File: config.mk
export PLATFORM = sky130hd
export DESIGN_NAME = bk_controller_flat
export DESIGN_NICKNAME = d
export VERILOG_FILES = /design/src/source/sms_pkg.sv /design/src/source/sms_ifs.sv /design/src/source/bk_controller.sv /design/src/flat_wrapper.sv
export SDC_FILE = /design/constraint.sdc
export NUM_CORES = 1
export LEC_CHECK = 0
export BUFFER_PORTS_ARGS = -buffer_cell sky130_fd_sc_hd__buf_2
export CAP_MARGIN = 30
export CELL_PAD_IN_SITES_DETAIL_PLACEMENT = 0
export CELL_PAD_IN_SITES_GLOBAL_PLACEMENT = 1
export CORE_UTILIZATION = 39
export CTS_CLUSTER_DIAMETER = 50
export DETAILED_ROUTE_END_ITERATION = 10
export HOLD_SLACK_MARGIN = 0.12
export PLACE_DENSITY_LB_ADDON = 0.3
export SLEW_MARGIN = 15
export SYNTH_ARGS = -nofsm -noshare
export SYNTH_HDL_FRONTEND = slang
export SYNTH_SLANG_ARGS = --single-unit
File: constraint.sdc
create_clock -name clk_sys -period 5.95 [get_ports clk_sys]
set_clock_uncertainty 0.05 [all_clocks]
set_input_delay 0.595 -clock clk_sys [delete_from_list [all_inputs] [get_ports clk_sys]]
set_output_delay 0.595 -clock clk_sys [all_outputs]
set_load 0.02 [all_outputs]
File: src/source/sms_pkg.sv
// Shared constants, types and download decode helpers, referenced by scoped name from every block
package sms_pkg;

	// ==================================================
	// Widths and sizes
	// ==================================================
	localparam int ROM_ADDR_W   = 22;
	localparam int DL_ADDR_W    = 25; // Host download byte address
	localparam int BYTE_W       = 8;
	localparam int LBA_W        = 32;
	localparam logic [ROM_ADDR_W-1:0] HEADER_BYTES = ROM_ADDR_W'(512); // Copier header

	localparam int SECTOR_BYTES = 512;
	localparam int BK_SECTORS   = 4;
	localparam int BUFF_ADDR_W  = $clog2(SECTOR_BYTES);
	localparam int SECTOR_SEL_W = $clog2(BK_SECTORS);
	localparam int NVRAM_ADDR_W = $clog2(BK_SECTORS * SECTOR_BYTES);

	localparam int CE_PERIOD    = 30; // Master clocks per divider frame

	// Download index codes
	localparam logic [BYTE_W-1:0] CHEAT_INDEX = '1;
	localparam logic [4:0]        GG_INDEX    = 5'd2; // Handheld cartridge

	// ==================================================
	// Types
	// ==================================================
	typedef enum logic [1:0] {
		idle,
		load_wait,
		save_wait,
		next_sector
	} bk_state_e;

	// Flags in the top word, replace value in the bottom word
	typedef struct packed {
		logic [31:0] flags;
		logic [31:0] address;
		logic [31:0] compare;
		logic [31:0] replace;
	} cheat_code_t;

	function automatic logic is_cheat_dl(input logic active, input logic [BYTE_W-1:0] index);
		return active && (index == CHEAT_INDEX);
	endfunction

	function automatic logic is_cart_dl(input logic active, input logic [BYTE_W-1:0] index);
		return active && (index != CHEAT_INDEX);
	endfunction

endpackage

File: src/source/sms_ifs.sv
// Download bus and backup sector port bundles passed between the host glue modules
`timescale 1ns/1ns

// ==================================================
// Host download stream
// ==================================================
interface dl_if;
	logic                            active; // Download in progress
	logic [sms_pkg::BYTE_W-1:0]      index;  // File type selector
	logic                            wr;     // One-cycle byte strobe
	logic [sms_pkg::DL_ADDR_W-1:0]   addr;
	logic [sms_pkg::BYTE_W-1:0]      data;

	modport sink (
		input active,
		input index,
		input wr,
		input addr,
		input data
	);
endinterface

// ==================================================
// Backup sector port
// ==================================================
interface sector_if;
	logic [sms_pkg::LBA_W-1:0]       lba;
	logic                            rd;
	logic                            wr;
	logic                            ack;       // High for the whole sector burst
	logic [sms_pkg::BUFF_ADDR_W-1:0] buff_addr;
	logic                            buff_wr;
	logic [sms_pkg::BYTE_W-1:0]      buff_dout; // Host to buffer
	logic [sms_pkg::BYTE_W-1:0]      buff_din;  // Buffer to host

	modport ctrl (output lba, output rd, output wr, input ack);

	modport ram (
		input  lba,
		input  buff_addr,
		input  buff_wr,
		input  buff_dout,
		input  ack,
		output buff_din
	);
endinterface

File: src/source/bk_controller.sv
// Sequences backup RAM load and save sector by sector and merges the console reset sources
`timescale 1ns/1ns

module bk_controller (
	input  logic   clk_sys,
	input  logic   reset,
	dl_if.sink     dl,
	sector_if.ctrl sec,
	input  logic   img_mounted,
	input  logic   img_readonly,
	input  logic   img_size_nz,
	input  logic   bk_load,
	input  logic   bk_save,
	input  logic   autosave,
	input  logic   osd_open,
	input  logic   nvram_we,
	output logic   core_reset,
	output logic   bk_busy
);

	sms_pkg::bk_state_e state;
	logic cart_dl;
	logic old_cart_dl;
	logic dl_done;
	logic bk_ena;    // Writable save image present
	logic pending;   // Console wrote since the last save
	logic loading;
	logic save_req;
	logic old_load;
	logic old_save;
	logic load_start;
	logic save_start;
	logic old_ack;
	logic ack_rise;
	logic ack_fall;

	assign cart_dl  = sms_pkg::is_cart_dl(dl.active, dl.index);
	assign dl_done  = old_cart_dl && !cart_dl;
	assign save_req = bk_save || (pending && osd_open && autosave); // Autosave on menu open
	assign ack_rise = sec.ack && !old_ack;
	assign ack_fall = !sec.ack && old_ack;

	assign load_start = (state == sms_pkg::idle) && bk_ena &&
	                    ((bk_load && !old_load) || (dl_done && img_size_nz));
	assign save_start = (state == sms_pkg::idle) && bk_ena && save_req && !old_save &&
	                    !load_start;

	// ==================================================
	// Enable, pending and edge tracking
	// ==================================================
	always_ff @(posedge clk_sys) begin
		if (reset) begin
			old_cart_dl <= 1'b0;
			old_load    <= 1'b0;
			old_save    <= 1'b0;
			old_ack     <= 1'b0;
			bk_ena      <= 1'b0;
			pending     <= 1'b0;
		end else begin
			old_cart_dl <= cart_dl;
			old_load    <= bk_load;
			old_save    <= save_req;
			old_ack     <= sec.ack;

			if (cart_dl && !old_cart_dl)
				bk_ena <= 1'b0;
			if (cart_dl && img_mounted && !img_readonly)
				bk_ena <= 1'b1; // Save image mounts during the cart download

			if (save_start)
				pending <= 1'b0;
			else if (bk_ena && !osd_open && nvram_we)
				pending <= 1'b1;
		end
	end

	// ==================================================
	// Sector sequencer
	// ==================================================
	always_ff @(posedge clk_sys) begin
		if (reset) begin
			state   <= sms_pkg::idle;
			loading <= 1'b0;
			sec.lba <= '0;
			sec.rd  <= 1'b0;
			sec.wr  <= 1'b0;
		end else begin
			if (ack_rise) begin // Host took the request
				sec.rd <= 1'b0;
				sec.wr <= 1'b0;
			end

			case (state)
				sms_pkg::idle: begin
					if (load_start) begin
						state   <= sms_pkg::load_wait;
						loading <= 1'b1;
						sec.lba <= '0;
						sec.rd  <= 1'b1;
					end else if (save_start) begin
						state   <= sms_pkg::save_wait;
						loading <= 1'b0;
						sec.lba <= '0;
						sec.wr  <= 1'b1;
					end
				end
				sms_pkg::load_wait, sms_pkg::save_wait: begin
					if (ack_fall)
						state <= sms_pkg::next_sector; // Burst over
				end
				sms_pkg::next_sector: begin
					if (sec.lba == sms_pkg::BK_SECTORS - 1) begin
						state   <= sms_pkg::idle;
						loading <= 1'b0;
					end else begin
						sec.lba <= sec.lba + 1;
						sec.rd  <= loading;
						sec.wr  <= !loading;
						state   <= loading ? sms_pkg::load_wait : sms_pkg::save_wait;
					end
				end
				default: state <= sms_pkg::idle;
			endcase
		end
	end

	assign bk_busy    = (state != sms_pkg::idle);
	assign core_reset = reset || cart_dl || loading; // Console held while memory changes

	a_rd_wr_exclusive: assert property (@(posedge clk_sys) disable iff (reset)
		!(sec.rd && sec.wr));

endmodule

File: src/flat_wrapper.sv
// flat-port wrapper written by rule: the top's interface ports become plain ports
module bk_controller_flat 
  (clk_sys, reset, img_mounted, img_readonly, img_size_nz, bk_load, bk_save, autosave, osd_open, nvram_we, core_reset, bk_busy, dl_active, dl_index, dl_wr, dl_addr, dl_data, sec_lba, sec_rd, sec_wr, sec_ack);
  dl_if dl_i ();
  sector_if sec_i ();
  input  logic clk_sys;
  input  logic reset;
  input  logic img_mounted;
  input  logic img_readonly;
  input  logic img_size_nz;
  input  logic bk_load;
  input  logic bk_save;
  input  logic autosave;
  input  logic osd_open;
  input  logic nvram_we;
  output logic core_reset;
  output logic bk_busy;
  input wire logic [$bits(dl_i.active)-1:0] dl_active;
  input wire logic [$bits(dl_i.index)-1:0] dl_index;
  input wire logic [$bits(dl_i.wr)-1:0] dl_wr;
  input wire logic [$bits(dl_i.addr)-1:0] dl_addr;
  input wire logic [$bits(dl_i.data)-1:0] dl_data;
  output wire logic [$bits(sec_i.lba)-1:0] sec_lba;
  output wire logic [$bits(sec_i.rd)-1:0] sec_rd;
  output wire logic [$bits(sec_i.wr)-1:0] sec_wr;
  input wire logic [$bits(sec_i.ack)-1:0] sec_ack;
  assign dl_i.active = dl_active;
  assign dl_i.index = dl_index;
  assign dl_i.wr = dl_wr;
  assign dl_i.addr = dl_addr;
  assign dl_i.data = dl_data;
  assign sec_lba = sec_i.lba;
  assign sec_rd = sec_i.rd;
  assign sec_wr = sec_i.wr;
  assign sec_i.ack = sec_ack;
  bk_controller u_core (.clk_sys(clk_sys), .reset(reset), .dl(dl_i), .sec(sec_i), .img_mounted(img_mounted), .img_readonly(img_readonly), .img_size_nz(img_size_nz), .bk_load(bk_load), .bk_save(bk_save), .autosave(autosave), .osd_open(osd_open), .nvram_we(nvram_we), .core_reset(core_reset), .bk_busy(bk_busy));
endmodule
* After elaboration in Yosys (flattened, before gate mapping) *
Index checks and enable logic that the tools add are counted.

storage, ports and cells
  flip-flop bits (word level) = 43
  bits of input ports = 54
  output and inout bits = 36

operators by class
  add/sub/neg operators = 1
  equality and inequality tests = 9
  multiplexer cells = 25
  reduce and logical (&&, ||, !) cells = 41

operator list
  cell                                            number
  two-way mux 32 bit                              3
  one-hot mux 32 bit (2 select lines)             1
  adder 32 x 1 -> 32 bit, second input constant   1
  == test 32 x 2 -> 1 bit, second input constant  1
  logical AND 1 bit                               18
  two-way mux 1 bit                               12
  zero test 1 bit                                 10
  two-way mux 2 bit                               5
  != test 8 bit, second input constant            1
  one-hot mux 1 bit (2 select lines)              3
  one-hot mux 2 bit (3 select lines)              1
  AND reduction 3 bit                             2
  nonzero test 2 bit                              3
  == test 2 bit, second input constant            2
  logical OR 1 bit                                4
  != test 2 x 1 -> 1 bit, second input constant   2
  OR reduction 2 bit                              2
  != test 3 x 1 -> 1 bit, second input constant   1
  == test 2 x 1 -> 1 bit, second input constant   1
  zero test 2 bit                                 1
  != test 2 bit, second input constant            1
  AND reduction 2 bit                             1

* Logic depth before layout (Yosys ltp) *
  depth in word-level cells = 12
  mapped depth = 8

* Worst setup path after synthesis *
OpenSTA, ideal clock, no wires.

  kind = input -> register
  from = in dl_index[6]
  to = reg u_core.sec.lba[30]
  arrival time = 2.020 ns
  path slack = 3.748 ns
  stages = 8
  path buffers = 3
  path through = nand4_1 > or3_1 > buf_6 > a311o_1 > buf_6 > buf_6 > a32oi_1 > o41ai_1

between the ends
  longest elaborated chain between the ends = 11
  elaborated cells on any way between the ends = 13
  classes of those cells = eq/ne (2); mux (2); reduce/logical (9)

ends and longest elaborated chain
  what                                     line                  source
  from (decl)                              flat_wrapper.sv:19    input wire logic [$bits(dl_i.index)-1:0] dl_index;
  != test 8 bit (*)                        sms_pkg.sv:48         return active && (index != CHEAT_INDEX);
  logical AND 1 bit (*)                    sms_pkg.sv:48
  zero test 1 bit (*)                      bk_controller.sv:38   assign dl_done = old_cart_dl && !cart_dl;
  logical AND 1 bit (*)                    bk_controller.sv:38
  logical AND 1 bit (*)                    bk_controller.sv:44   ((bk_load && !old_load) || (dl_done && img_size_nz));
  logical OR 1 bit (*)                     bk_controller.sv:44
  logical AND 1 bit (*)                    bk_controller.sv:43   assign load_start = (state == sms_pkg::idle) && bk_ena &&
  zero test 1 bit                          bk_controller.sv:46   !load_start;
  logical AND 1 bit                        bk_controller.sv:45   assign save_start = (state == sms_pkg::idle) && bk_ena && save_req && !old_save &&
  != test 3 x 1 -> 1 bit (no source line)  -
  AND reduction 3 bit (no source line)     -
  to (signal assigned)                     bk_controller.sv:116  sec.lba <= sec.lba + 1;
  to (decl)                                sms_ifs.sv:36         modport ctrl (output lba, output rd, output wr, input ack);

Mark *: on every way between the ends. The rest lies on a longest branch, timed or not.
A chain may end at the register's enable or synchronous reset.

* Worst setup path after layout *
  from = reg u_core.state[1]
  to = reg u_core.sec.lba[26]

between the ends
  longest elaborated chain between the ends = 7
  elaborated cells on any way between the ends = 14
  classes of those cells = eq/ne (3); mux (2); reduce/logical (9)

ends and longest elaborated chain
  what                                                         line                                                           source
  from (decl)                                                  bk_controller.sv:21                                            sms_pkg::bk_state_e state;
  from (signal assigned)                                       bk_controller.sv:82                                            state <= sms_pkg::idle;
  from (signal assigned)                                       bk_controller.sv:96                                            state <= sms_pkg::load_wait;
  from (signal assigned)                                       bk_controller.sv:101                                           state <= sms_pkg::save_wait;
  zero test 2 bit                                              bk_controller.sv:43, bk_controller.sv:45, bk_controller.sv:93
  logical AND 1 bit                                            bk_controller.sv:43, bk_controller.sv:45
  logical AND 1 bit (on tied branches)                         bk_controller.sv:45, bk_controller.sv:43
  logical AND 1 bit / zero test 1 bit (equally long branches)  bk_controller.sv:45, bk_controller.sv:46
  logical AND 1 bit                                            bk_controller.sv:45
  != test 3 x 1 -> 1 bit (no source line)                      -
  AND reduction 3 bit (no source line)                         -

Parallel ways exist; a longest one is shown, timed or not.

==> impl_summary.md <==
Status
The flow ran to the end, and the final reports show no timing, DRC or antenna violations.

Synthesis
In the synthesized netlist the async set-or-reset flop fraction comes to 0%. In this run, synthesis produced a sequential element count of 43. The sequential-to-total area share from yosys stat is between 30% and 40%.

In the synthesized netlist the dominant register cell turns out to be sky130_fd_sc_hd__dfxtp_1. Yosys printed 0 warnings. The synthesized area is 2560 um^2. The number of nets handed over by synthesis was 369.

The number of cells produced by synthesis is between 300 and 400. Each instance of the synthesized netlist takes up on average 8.23 um^2. The number of enable-type register cells in the synthesized netlist is 0. After synthesis, the netlist uses 52 different library cells.

Detailed routing
For this block, wires on met1 add up to 3.43 mm. The length of the first detailed-routing pass in iterations is 4. For this run, design rule violations remaining after detail routing come to 0.

The detail route stage leaves a number of antenna-violating nets equal to 0. The routed wire length is 7.34 mm. The highest metal layer with signal wires is met4.

In the final routed layout, each cell accounts on average for 17.0 um. After the first detailed-routing iteration, the DRC count stood at 142. Detailed routing placed a total of 3.47 mm of wire on met2. Summing over every cut layer, the via total after detailed routing is roughly 2700. After detailed routing, the number of vias per cell comes to 6.19.

The routed length on met3 is 392 um.

GRT
The overall fraction of global-route tracks in use is 21.3%. The via count of the first global-routing pass is between 2000 and 2500. The number of antenna violations at the first check in global routing is 0. The pin count of the biggest net entering global routing is 43. The wire length of the first global-routing pass is roughly 12 mm.

The total overflow left after global routing is 0.

Clock tree
CTS placed an instance of sky130_fd_sc_hd__clkbuf_8 at the clock tree root. The number of hold buffers added after cts is 0. TritonCTS created 5 clock buffers.

The buffer depth of the longest clock path is 2. The CTS clock-pin slew for the worst setup and hold paths is 90 ps. For this design, the sink count on the clock tree is 43.

The H-tree was split into 2 levels. The clock reaches the later pin of the worst-skew pair after 300 ps. The number of buffers added for setup after CTS is 0. The clock tree from TritonCTS is done. Once the clock tree was built, the resizer swapped 0 gates to a different size.

Die
The initial utilization of the core area, before any placement, comes to around two fifths. The core region is between 6000 and 7000 um^2. The floorplan has 29 rows. The top-level I/O count is 90. From left edge to right edge, the die measures ~83 um.

The floorplan step defined a die boundary enclosing 6890 um^2. The die height is 83.0 um.

STA
The highest attainable clock frequency is 321 MHz. The final worst-path cycle share is 52.3%. For the finished layout, the period the worst path requires is 3110 ps. The smallest setup slack after layout is 2840 ps. The final number of hold-violating endpoints was 0. The actual transition at the worst max-transition pin is 847 ps. For the final routed database, the setup TNS stands at 0 ps.

The worst slew margin relative to its limit is 43.5%. Setup repair after global routing left no endpoint under its margin. The number of endpoints failing setup at the final stage is 0. The final max-slew violation count is 0.

Pwr
Across the VDD grid, the largest voltage drop is 0.000131 V. The leakage power is about 1.1 nW. The areal power density over the cells is 212 nW/um^2.

Placement
The count of input and output buffers is 55. Timing analysis after detailed placement gives a worst setup slack of 2840 ps. The area after detailed placement is 2840 um^2. The congestion estimate from routability-driven global placement came to 0.749. The final HPWL from detailed placement is 4.88 mm.

Job
The tool flagged a number of max-cap violations equal to 0.

Worst setup path
STA classifies the critical path endpoint as a flip-flop. The minimum setup slack among reg-to-reg paths is 2840 ps. The critical path required time is 6100 ps.

Counting cells, the worst reg-to-reg path comes to 6. The startpoint-to-endpoint class of the critical path is reg2reg. STA puts the critical path data arrival time at 3270 ps. Along the worst path, the maximum fanout reaches 26. STA classifies the critical path startpoint as a flip-flop.

Finish
The net count reported at finish is slightly above 400. After routing the design area is 2940 um^2. The share of post-route cells with drive strength above 1 is 21.3%. The layout overhead on the synthesized area is 14.8%. The number of antenna diodes in the final layout is 0.

Min path
Counting instances, the worst hold path has a depth of 1. The worst hold path class is reg2reg.
synthesized netlist by cell type, drive strengths merged, types with 2 or more instances:
master   number  share of area [%]
dfxtp        43                 34
a32oi         2               0.68
nor2b         2               0.49
a31oi        12                3.5
o21ai        24                4.7
a22o          3                1.0
a21oi        27                5.3
ha            4                2.0
nor2         23                3.4
o32ai         3                1.0
a311oi        4                1.6
and4          2               0.68
and3         10                2.4
clkbuf       10                1.5
nor4         11                4.1
nand3        12                2.7
nand4bb       2               0.88
nand2        14                2.1
nand4        15                3.7
o211ai        4                1.4
buf          11                3.2
a41oi         8                2.7
nor3          5               0.98
o21a          3               0.88
o41ai         5                1.7
a211oi        4                1.2
inv          15                2.2
or3           3               0.73
and2          4               0.98
nor4b         2               0.68
a31o          2               0.68
nand4b       11                3.8
placed cells by master (no fill, tap or decap), types with 3 or more instances in the layout:
master and instances:
sky130_fd_sc_hd__o32ai_1 3, sky130_fd_sc_hd__o21ai_0 24, sky130_fd_sc_hd__a31oi_1 11, sky130_fd_sc_hd__dfxtp_1 43, sky130_fd_sc_hd__nor3_1 5, sky130_fd_sc_hd__a311oi_1 3
sky130_fd_sc_hd__o211ai_1 3, sky130_fd_sc_hd__ha_1 4, sky130_fd_sc_hd__nor2_1 23, sky130_fd_sc_hd__a41oi_1 8, sky130_fd_sc_hd__nand3_1 10, sky130_fd_sc_hd__nand4_1 15
sky130_fd_sc_hd__and3_1 10, sky130_fd_sc_hd__nand2_1 14, sky130_fd_sc_hd__nor4_1 8, sky130_fd_sc_hd__clkbuf_8 7, sky130_fd_sc_hd__a22o_1 3, sky130_fd_sc_hd__o21a_1 3
sky130_fd_sc_hd__or3_1 3, sky130_fd_sc_hd__a21oi_1 27, sky130_fd_sc_hd__nand4b_1 11, sky130_fd_sc_hd__buf_2 55, sky130_fd_sc_hd__o41ai_1 5, sky130_fd_sc_hd__inv_1 15
sky130_fd_sc_hd__and2_1 4, sky130_fd_sc_hd__a211oi_1 4
metal layers:
layer / GRT usage (%) / vias to the layer above
li1: - / 1303
met1: 28.0 / 1293
met2: 35.7 / 81
met3: 4.08 / 4
met4: 5.64 / 0
met5: 0 / -
flip-flops by register name, indices dropped and copies added, names as in the netlist:
signal	cells
u_core.sec.rd	1
u_core.sec.lba	32
u_core.old_save	1
u_core.old_cart_dl	1
u_core.loading	1
u_core.old_ack	1
u_core.state	2
u_core.old_load	1
u_core.pending	1
u_core.sec.wr	1
u_core.bk_ena	1
area by class of cell:
cell class	instances	area, um^2
repair buffers	58	302
multi-input cells	232	1520
flip-flops and latches	43	861
clock buffers	8	100
well taps	77	96.3
fillers	628	3410
inverters	15	56.3
power breakdown:
part	total [mW]	switching [mW]	internal, mW
Combinational	0.114	0.0760	0.0380
Clock	0.213	0.107	0.106
Sequential	0.296	0.00375	0.293
Total	0.624	0.187	0.437
logic make-up (layout without fill, tap and decap cells):
| kind of cell | after synthesis | count (layout) | share of synthesized area, % |
|---|---|---|---|
| buffers and inverters | 36 | 81 | 6.89 |
| adders and majority gates | 4 | 4 | 1.96 |
| AOI/OAI and AO/OA | 108 | 108 | 28.8 |
| DFF | 43 | 43 | 33.6 |
| and+or+nand+nor | 120 | 120 | 28.7 |
worst paths after layout:
kind / start / end
max: u_core.state[1] / u_core.sec.lba[26]
max reg2reg: u_core.state[1] / u_core.sec.lba[26]
min reg2reg: u_core.sec.wr / u_core.sec.wr
min: u_core.sec.wr / u_core.sec.wr
per-stage QoR:
| stage | hold slack (ps) | utilization (%) | std cells | power (mW) |
|---|---|---|---|---|
| after floorplan | 426 | - | 311 | 0.391 |
| after global placement | 421 | 44.5 | 424 | 0.410 |
| after detailed placement | 414 | 44.7 | 425 | 0.416 |
| after CTS | 448 | 46.3 | 433 | 0.626 |
| after global routing | 455 | 46.3 | 433 | 0.649 |
| final | 455 | 46.3 | 433 | 0.624 |
critical path: stages, from the launching register on:
cell and delay (ps):
sky130_fd_sc_hd__dfxtp_1 380, sky130_fd_sc_hd__ha_1 410, sky130_fd_sc_hd__inv_1 470, sky130_fd_sc_hd__or3_1 530, sky130_fd_sc_hd__a31oi_4 660, sky130_fd_sc_hd__nand4_1 230
sky130_fd_sc_hd__o41ai_1 290
Note: power is estimated with default switching activity, not from simulation.
